$ cat config.mk
export PLATFORM = sky130hd
export DESIGN_NAME = rf_operand_fetch
export DESIGN_NICKNAME = d
export VERILOG_FILES = /design/src/common/pkg_rf.sv /design/src/rf_index_sel.sv /design/src/register_file/rf_array.sv /design/src/rf_read_steer.sv /design/src/fetch_ctrl.sv /design/src/rf_operand_fetch.sv
export SDC_FILE = /design/constraint.sdc
export NUM_CORES = 2
export LEC_CHECK = 0
export BUFFER_PORTS_ARGS = -buffer_cell sky130_fd_sc_hd__buf_2
export CAP_MARGIN = 20
export CORE_MARGIN = 2
export CORE_UTILIZATION = 35
export DETAILED_ROUTE_END_ITERATION = 10
export PLACE_DENSITY = 0.58
export SKIP_LAST_GASP = 1
export SYNTH_ARGS = -nofsm -noshare
export SYNTH_HDL_FRONTEND = slang
export SYNTH_SLANG_ARGS = --single-unit
$ cat constraint.sdc
create_clock -name clk -period 2.1 [get_ports clk]
set_input_delay 0.315 -clock clk [delete_from_list [all_inputs] [get_ports clk]]
set_output_delay 0.315 -clock clk [all_outputs]
set_load 0.01 [all_outputs]
$ cat src/common/pkg_rf.sv
package pkg_rf;

	////////////////////
	// Array sizes
	localparam int IDX_W	= 5;				// Register index width
	localparam int DATA_W	= 32;				// Operand width
	localparam int NUM_REGS	= 32;				// Entries in the array

	////////////////////
	// Basic types
	typedef logic [IDX_W-1:0]	idx_t;			// Register index
	typedef logic [DATA_W-1:0]	data_t;			// Register word
	typedef logic [2:0]			route_t;		// {odd3, odd2, odd1}

	////////////////////
	// Pass kind, seen by steering one cycle after the read
	localparam logic [1:0] PK_NONE		= 2'd0;	// Nothing read
	localparam logic [1:0] PK_FULL		= 2'd1;	// All three sources at once
	localparam logic [1:0] PK_FIRST		= 2'd2;	// Sources 1 and 2 of a split
	localparam logic [1:0] PK_SECOND	= 2'd3;	// Source 3 of a split, on port 1

	// Control state
	typedef enum logic {
		FS_IDLE,								// Single pass or no work
		FS_SPLIT								// Second pass for source 3
	} fetch_state_t;

endpackage

$ cat src/rf_index_sel.sv
`timescale 1ns/100ps

module rf_index_sel
	import pkg_rf::*;
(
	input	logic		odd1,					// Odd flag of source 1
	input	logic		odd2,					// Odd flag of source 2
	input	logic		odd3,					// Odd flag of source 3
	input	idx_t		idx_src1,				// Source 1 index
	input	idx_t		idx_src2,				// Source 2 index
	input	idx_t		idx_src3,				// Source 3 index
	output	idx_t		port_idx1,				// Read port 1 address
	output	idx_t		port_idx2,				// Read port 2 address
	output	idx_t		port_idx3,				// Read port 3 address
	output	idx_t		port_idx4				// Read port 4 address
);

	route_t		sel;

	assign sel = {odd3, odd2, odd1};

	// Fixed port table; unused ports read entry 0
	always_comb begin
		case (sel)
			3'd0: begin								// No slot for s3 so a split
				port_idx1 = idx_src1;
				port_idx2 = idx_src2;
				port_idx3 = '0;
				port_idx4 = '0;
			end
			3'd1: begin
				port_idx1 = idx_src1;
				port_idx2 = idx_src2;
				port_idx3 = idx_src3;
				port_idx4 = '0;
			end
			3'd2: begin
				port_idx1 = idx_src1;
				port_idx2 = idx_src3;
				port_idx3 = idx_src2;
				port_idx4 = '0;
			end
			3'd3: begin
				port_idx1 = idx_src1;
				port_idx2 = '0;
				port_idx3 = idx_src2;
				port_idx4 = idx_src3;
			end
			3'd4: begin
				port_idx1 = idx_src3;
				port_idx2 = idx_src2;
				port_idx3 = idx_src1;
				port_idx4 = '0;
			end
			3'd5: begin
				port_idx1 = '0;
				port_idx2 = idx_src2;
				port_idx3 = idx_src1;
				port_idx4 = idx_src3;
			end
			3'd6: begin
				port_idx1 = '0;
				port_idx2 = idx_src3;
				port_idx3 = idx_src1;
				port_idx4 = idx_src2;
			end
			default: begin							// Code 7 needs a split too
				port_idx1 = '0;
				port_idx2 = '0;
				port_idx3 = idx_src1;
				port_idx4 = idx_src2;
			end
		endcase
	end

endmodule

$ cat src/register_file/rf_array.sv
`timescale 1ns/100ps

module rf_array
	import pkg_rf::*;
(
	input	logic		clk,
	input	logic		arst_n,
	input	logic		wr_en,					// Write strobe
	input	idx_t		wr_idx,					// Write address
	input	data_t		wr_data,				// Write word
	input	idx_t		port_idx1,
	input	idx_t		port_idx2,
	input	idx_t		port_idx3,
	input	idx_t		port_idx4,
	output	data_t		port_data1,				// Valid one cycle after address
	output	data_t		port_data2,
	output	data_t		port_data3,
	output	data_t		port_data4
);

	data_t		mem [NUM_REGS];

	////////////////////
	// Storage, one write port
	always_ff @(posedge clk or negedge arst_n) begin
		if (!arst_n) begin
			for (int i = 0; i < NUM_REGS; i++) begin
				mem[i] <= '0;						// All entries read zero
			end
		end else if (wr_en) begin
			mem[wr_idx] <= wr_data;
		end
	end

	////////////////////
	// Registered read ports
	// Same-edge write is not visible yet, old word comes out
	always_ff @(posedge clk) begin
		port_data1 <= mem[port_idx1];
		port_data2 <= mem[port_idx2];
		port_data3 <= mem[port_idx3];
		port_data4 <= mem[port_idx4];
	end

endmodule

$ cat src/rf_read_steer.sv
`timescale 1ns/100ps

module rf_read_steer
	import pkg_rf::*;
(
	input	logic		clk,
	input	logic		arst_n,
	input	logic [1:0]	pass_kind,				// Pass that produced port_data
	input	route_t		route,					// Route code of that pass
	input	data_t		port_data1,
	input	data_t		port_data2,
	input	data_t		port_data3,
	input	data_t		port_data4,
	output	data_t		op1,					// Operand registers
	output	data_t		op2,
	output	data_t		op3
);

	data_t		src_d1;							// Source 1 word, unrouted
	data_t		src_d2;
	data_t		src_d3;

	////////////////////
	// Inverse of the index table
	always_comb begin
		case (route)
			3'd0: begin
				src_d1 = port_data1;
				src_d2 = port_data2;
				src_d3 = '0;						// Comes in the second pass
			end
			3'd1: begin
				src_d1 = port_data1;
				src_d2 = port_data2;
				src_d3 = port_data3;
			end
			3'd2: begin
				src_d1 = port_data1;
				src_d2 = port_data3;
				src_d3 = port_data2;
			end
			3'd3: begin
				src_d1 = port_data1;
				src_d2 = port_data3;
				src_d3 = port_data4;
			end
			3'd4: begin
				src_d1 = port_data3;
				src_d2 = port_data2;
				src_d3 = port_data1;
			end
			3'd5: begin
				src_d1 = port_data3;
				src_d2 = port_data2;
				src_d3 = port_data4;
			end
			3'd6: begin
				src_d1 = port_data3;
				src_d2 = port_data4;
				src_d3 = port_data2;
			end
			default: begin
				src_d1 = port_data3;
				src_d2 = port_data4;
				src_d3 = '0;						// Code 7 split as well
			end
		endcase
	end

	////////////////////
	// Operand load by pass kind
	always_ff @(posedge clk or negedge arst_n) begin
		if (!arst_n) begin
			op1 <= '0;
			op2 <= '0;
			op3 <= '0;
		end else begin
			case (pass_kind)
				PK_FULL: begin
					op1 <= src_d1;
					op2 <= src_d2;
					op3 <= src_d3;
				end
				PK_FIRST: begin					// op3 waits for next pass
					op1 <= src_d1;
					op2 <= src_d2;
				end
				PK_SECOND: begin
					op3 <= port_data1;				// s3 alone on port 1
				end
				default: ;							// Hold until next valid
			endcase
		end
	end

endmodule

$ cat src/fetch_ctrl.sv
`timescale 1ns/100ps

module fetch_ctrl
	import pkg_rf::*;
(
	input	logic		clk,
	input	logic		arst_n,
	input	logic		issue,					// One-cycle issue strobe
	input	logic		odd1,
	input	logic		odd2,
	input	logic		odd3,
	input	idx_t		src1_idx,
	input	idx_t		src2_idx,
	input	idx_t		src3_idx,
	output	logic		sel_odd1,				// Flags to index select
	output	logic		sel_odd2,
	output	logic		sel_odd3,
	output	idx_t		sel_idx1,				// Indices to index select
	output	idx_t		sel_idx2,
	output	idx_t		sel_idx3,
	output	route_t		route,					// Delayed, lines up with data
	output	logic [1:0]	pass_kind,				// Delayed, lines up with data
	output	logic		busy,					// Second pass in progress
	output	logic		op_valid				// Operands complete
);

	fetch_state_t	state;
	idx_t			src3_hold;					// s3 kept for the second pass
	logic			accept;
	logic			split;
	logic [1:0]		pass_now;					// Pass kind of this cycle's read

	assign accept	= issue && (state == FS_IDLE);
	assign split	= (odd1 == odd2) && (odd2 == odd3);	// Codes 0 and 7
	assign busy		= (state == FS_SPLIT);

	// Forward to index select; second pass is s3 in slot 1, code 0
	always_comb begin
		if (state == FS_SPLIT) begin
			{sel_odd3, sel_odd2, sel_odd1} = 3'd0;
			sel_idx1	= src3_hold;
			sel_idx2	= '0;
			sel_idx3	= '0;
			pass_now	= PK_SECOND;
		end else begin
			{sel_odd3, sel_odd2, sel_odd1} = {odd3, odd2, odd1};
			sel_idx1	= src1_idx;
			sel_idx2	= src2_idx;
			sel_idx3	= src3_idx;
			if (!accept)
				pass_now = PK_NONE;
			else if (split)
				pass_now = PK_FIRST;
			else
				pass_now = PK_FULL;
		end
	end

	always_ff @(posedge clk) begin
		if (accept && split)
			src3_hold <= src3_idx;
	end

	////////////////////
	// State and pipeline
	always_ff @(posedge clk or negedge arst_n) begin
		if (!arst_n) begin
			state		<= FS_IDLE;
			route		<= '0;
			pass_kind	<= PK_NONE;
			op_valid	<= 1'b0;
		end else begin
			state		<= (accept && split) ? FS_SPLIT : FS_IDLE;	// One cycle only
			route		<= {sel_odd3, sel_odd2, sel_odd1};
			pass_kind	<= pass_now;
			op_valid	<= (pass_kind == PK_FULL) || (pass_kind == PK_SECOND);
		end
	end

endmodule

$ cat src/rf_operand_fetch.sv
`timescale 1ns/100ps

module rf_operand_fetch
	import pkg_rf::*;
(
	input	logic		clk,
	input	logic		arst_n,
	input	logic		issue,
	input	logic		odd1,
	input	logic		odd2,
	input	logic		odd3,
	input	logic		wr_en,
	input	idx_t		src1_idx,
	input	idx_t		src2_idx,
	input	idx_t		src3_idx,
	input	idx_t		wr_idx,
	input	data_t		wr_data,
	output	data_t		op1,
	output	data_t		op2,
	output	data_t		op3,
	output	logic		op_valid,
	output	logic		busy
);

	logic		sel_odd1, sel_odd2, sel_odd3;	// Control to index select
	idx_t		sel_idx1, sel_idx2, sel_idx3;
	route_t		route;							// Control to steering
	logic [1:0]	pass_kind;
	idx_t		port_idx1, port_idx2, port_idx3, port_idx4;
	data_t		port_data1, port_data2, port_data3, port_data4;

	fetch_ctrl i_fetch_ctrl (
		.clk		(clk),
		.arst_n		(arst_n),
		.issue		(issue),
		.odd1		(odd1),
		.odd2		(odd2),
		.odd3		(odd3),
		.src1_idx	(src1_idx),
		.src2_idx	(src2_idx),
		.src3_idx	(src3_idx),
		.sel_odd1	(sel_odd1),
		.sel_odd2	(sel_odd2),
		.sel_odd3	(sel_odd3),
		.sel_idx1	(sel_idx1),
		.sel_idx2	(sel_idx2),
		.sel_idx3	(sel_idx3),
		.route		(route),
		.pass_kind	(pass_kind),
		.busy		(busy),
		.op_valid	(op_valid)
	);

	rf_index_sel i_rf_index_sel (
		.odd1		(sel_odd1),
		.odd2		(sel_odd2),
		.odd3		(sel_odd3),
		.idx_src1	(sel_idx1),
		.idx_src2	(sel_idx2),
		.idx_src3	(sel_idx3),
		.port_idx1	(port_idx1),
		.port_idx2	(port_idx2),
		.port_idx3	(port_idx3),
		.port_idx4	(port_idx4)
	);

	rf_array i_rf_array (
		.clk		(clk),
		.arst_n		(arst_n),
		.wr_en		(wr_en),
		.wr_idx		(wr_idx),
		.wr_data	(wr_data),
		.port_idx1	(port_idx1),
		.port_idx2	(port_idx2),
		.port_idx3	(port_idx3),
		.port_idx4	(port_idx4),
		.port_data1	(port_data1),
		.port_data2	(port_data2),
		.port_data3	(port_data3),
		.port_data4	(port_data4)
	);

	rf_read_steer i_rf_read_steer (
		.clk		(clk),
		.arst_n		(arst_n),
		.pass_kind	(pass_kind),
		.route		(route),
		.port_data1	(port_data1),
		.port_data2	(port_data2),
		.port_data3	(port_data3),
		.port_data4	(port_data4),
		.op1		(op1),
		.op2		(op2),
		.op3		(op3)
	);

endmodule

==> flow_summary.toml <==
[outcome]
failed_checks = "negative setup slack"
status = "complete, but fails checks"

[synthesis]
async_flop_share_pct = 89.4
synth_nets = 8732
syn_avg_cell_area_um2 = 9.37
netlist_instances = 8671
ys_types = 70
synth_ff_type = "dfrtp_1"
synthDominantCellAreaShare_pct = 34.7
synthTopCellsByArea = "dfrtp_1, mux2_2, mux2i_1"
synth_enable_flop_cells = 5
synth_top_area_cell = "dfrtp_1"
synth_seq_area_share_pct = 38.0
synth_area_um2 = 81300
synth.ff_latch_count = 1260
yosys_warnings = 0

[clock_tree]
cts_sinks = 1260
h-tree-depth = 4
clock_path_buffers = 3
cts_inserted_buffers = 149
cts_tree = "done"
cts-root-buf = "clkbuf_16"
clk_pin_slew_ps = 60
insertion_delay_ps = 850

[routing]
first_pass_iters = 10
final_antenna_net_count = 0
vias = 85100
via_per_inst = 6.72
wl_per_cell_um = 35.1
drc_errors = 0
routed_wl_um = 445000
drt_iter0_markers = 14200

[die]
std_cell_rows = 176
ioPinCount = 157
die_area_um2 = 236000
initial_utilization_pct = 35.3
die_w_um = 486
core_area_um2 = 230000
die_h_um = 486

[cells_and_area]
nFillCells = 20600
final_area_um2 = 110000
nets = 9543
drive_gt1_share_pct = 36.5
stdcell_count = 12700
seq_area_um2 = 30900
area_delta_synth_final_pct = 35.8
multi_input_area_um2 = 49900

[grt]
grt_pass1_wl_um = 602000
grt_start_max_net_pins = 72
grt_usage_pct = 35.2
grt-ovfl-total = 0
antenna_found_initial = 27
grt_pass1_vias = 79300

[placement]
dpl-instance-area_um2 = 95200
gp_congestion = 0.993
io_buffers = 156
dpl.hpwl_um = 271000
dp.cells = 11900

[power]
leakagePower_nw = 46.1
sequentialPowerShare_pct = 37.3
ir_drop_mv = 0.716
power_density_nw_per_um2 = 885
p_switching_mw = 36.3
p_int_mw = 61.3
power_frac_clock_pct = 28.8
swShare_pct = 37.2
comb_power_share_pct = 33.9

[sta]
setup_viol_count_final = 129
tightest_slew_ps = 874
drv_slew = 0
period_needed_ps = 2610
hold_viol_final = 0
slew_headroom_pct = 41.5
post-route-period-util_pct = 124
rsz0062_at_grt = "yes"
fmax_ghz = 0.384
timing.final.ws_setup_ps = -507
worst_clock_skew_ps = 40.3

[critical_path]
endpoint = "i_rf_array.port_data4[23]"
r2r-start = "i_fetch_ctrl.busy"
startpoint_type = "flip-flop"
crit_fanout = 8
worstRegToRegCells = 10
cp-startpoint = "i_fetch_ctrl.busy"
crit_chain = "buf_8 -> buf_6 -> and3b_1 -> a32o_4 -> and2_4 -> buf_4 -> clkbuf_16 -> a31oi_1 -> nand4_1 -> nand4_1"
slowest_delay_ps = 550
critPathCaptureType = "flip-flop"
r2r_setup_slack_ps = -510
critPathKind = "flip-flop to flip-flop"
cp.arrival_ps = 3310
slowest_stage = "dfrtp_4"
crit_top_cell = "nand4_1"
cp_data_required_time_ps = 2800
r2r_end = "i_rf_array.port_data4[23]"

[run]
cap_violations = 0

[min_path]
hp-class = "input port to flip-flop"
[worst min-delay path by stage]
stage | from | end | slack [ps] | cells after the start
floorplan | arst_n | i_fetch_ctrl.busy | 20 | 0
global placement | arst_n | i_rf_array.mem[77] | 270 | 1
detailed placement | arst_n | i_rf_array.mem[141] | 270 | 1
CTS | src3_idx[1] | i_fetch_ctrl.src3_hold[1] | 20 | 2
global route | src3_idx[1] | i_fetch_ctrl.src3_hold[1] | 20 | 2
finish | src3_idx[1] | i_fetch_ctrl.src3_hold[1] | 40 | 2
[layout make-up]
type	count	area share, %
Inverter	37	0.127
Antenna cell	26	0.0589
Sequential cell	1260	28.0
Clock buffer	211	3.98
Multi-Input combinational cell	6489	45.2
Tap cell	3026	3.43
Timing Repair Buffer	1545	18.5
Clock inverter	64	0.715
[cell usage in the layout, fill, tap and decap left out, types with 35 or more instances in the layout]
cell	netlist	layout
nand2_1	2036	2011
dfrtp_1	1127	1124
mux2_2	1058	1050
mux2i_1	821	797
buf_4	37	637
buf_12	0	469
nand3_1	419	394
a21oi_1	364	346
nand4_1	192	192
clkbuf_16	0	192
a22oi_1	222	184
buf_2	289	155
a31oi_1	164	140
a32oi_1	193	138
mux4_2	133	133
dfxtp_1	128	128
buf_6	7	111
o21ai_0	122	98
o22ai_1	159	89
buf_16	0	78
nor2_1	88	68
o22ai_2	0	62
o21ai_1	40	59
a211oi_2	1	57
a32oi_2	0	52
a221oi_2	1	47
a22oi_2	0	38
inv_1	36	36
clkbuf_8	0	35
[repair_timing]
action,4_1_cts,5_1_grt
hold buffers,9,0
gates resized for setup,425,371
endpoints found under the setup margin,130,130
hold endpoints to repair,433,0
cloned,66,47
buffers inserted,202,121
pin swaps,189,218
[power groups by stage]
| stage | Clock [mW] | Sequential (mW) | Combinational, mW |
|---|---|---|---|
| after global placement | 0 | 36.2 | 26.7 |
| after detailed placement | 0 | 36.3 | 27.3 |
| final | 28.2 | 36.4 | 33.1 |
| after CTS | 28.3 | 36.0 | 30.2 |
| after global routing | 29.2 | 37.0 | 34.4 |
| after floorplan | 0 | 34.0 | 16.4 |
[worst max-delay path: cells and delay by family, from the launching register on]
kind	cells	cell delay [ps]
buffers and inverters	4	770
AO/OA/AOI/OAI	2	290
AND/OR/NAND/NOR	4	840
flip-flops	1	550
[metrics by stage]
step / total power [mW] / setup TNS (ps) / util [%] / setup WS (ps) / hold WS, ps
after floorplan: 50.5 / -1460 / - / -34.6 / 19.4
after global placement: 62.8 / -112900 / 41.3 / -912 / 268
after detailed placement: 63.6 / -86400 / 41.3 / -930 / 270
after CTS: 94.4 / -37540 / 46.3 / -383 / 19.0
after global routing: 101 / -47080 / 47.9 / -480 / 21.2
final: 97.7 / -45510 / 47.9 / -507 / 35.5
[layer usage]
layer | track usage, % | routed length [µm] | up-vias
met5 | 0.367 | 139 | -
met4 | 26.7 | 43000 | 8
met3 | 10.5 | 62700 | 2195
met2 | 49.7 | 178000 | 7331
met1 | 45.1 | 160000 | 41900
li1 | - | - | 33600
[synth_stat cells (3+ instances only)]
library cell	instances
nand2_1	2036
dfrtp_1	1127
mux2_2	1058
mux2i_1	821
clkbuf_1	484
nand3_1	419
a21oi_1	364
buf_2	289
a22oi_1	222
a32oi_1	193
nand4_1	192
a31oi_1	164
o22ai_1	159
mux4_2	133
dfxtp_1	128
o21ai_0	122
a211oi_1	94
nor2_1	88
buf_1	68
a221oi_1	64
o21ai_1	40
buf_4	37
inv_1	36
o2111ai_1	33
o211ai_1	33
a2111oi_0	32
a2bb2oi_1	32
a41oi_1	31
nor4_1	23
nand3b_1	17
nand2b_1	14
nor2b_1	14
nor3_1	10
nor4_2	10
nor3b_1	8
buf_6	7
a21o_1	6
and2_1	6
and3b_1	5
edfxtp_1	5
a221o_1	3
or2_2	3
or3_1	3
[cells by family (layout without fill, tap and decap cells)]
group | Yosys count | count (layout) | share of synthesized area (%)
compound gates | 1609 | 1609 | 13.4
other cells | 0 | 26 | 0
flops | 1260 | 1260 | 38.0
xor+xnor | 3 | 3 | 0.0416
fa+ha+maj | 2 | 2 | 0.0308
mux | 2012 | 2012 | 28.5
simple gates | 2863 | 2863 | 15.1
buf+inv | 922 | 1857 | 4.94
[flip-flops by register name, summed over array words and instances, names as in the netlist]
name	count
i_fetch_ctrl.busy	1
i_fetch_ctrl.op_valid	1
i_fetch_ctrl.pass_kind	2
i_fetch_ctrl.route	3
i_fetch_ctrl.src3_hold	5
i_rf_array.mem	1024
i_rf_array.port_data1	32
i_rf_array.port_data2	32
i_rf_array.port_data3	32
i_rf_array.port_data4	32
i_rf_read_steer.op1	32
i_rf_read_steer.op2	32
i_rf_read_steer.op3	32
Note: power is estimated with default switching activity, not from simulation.
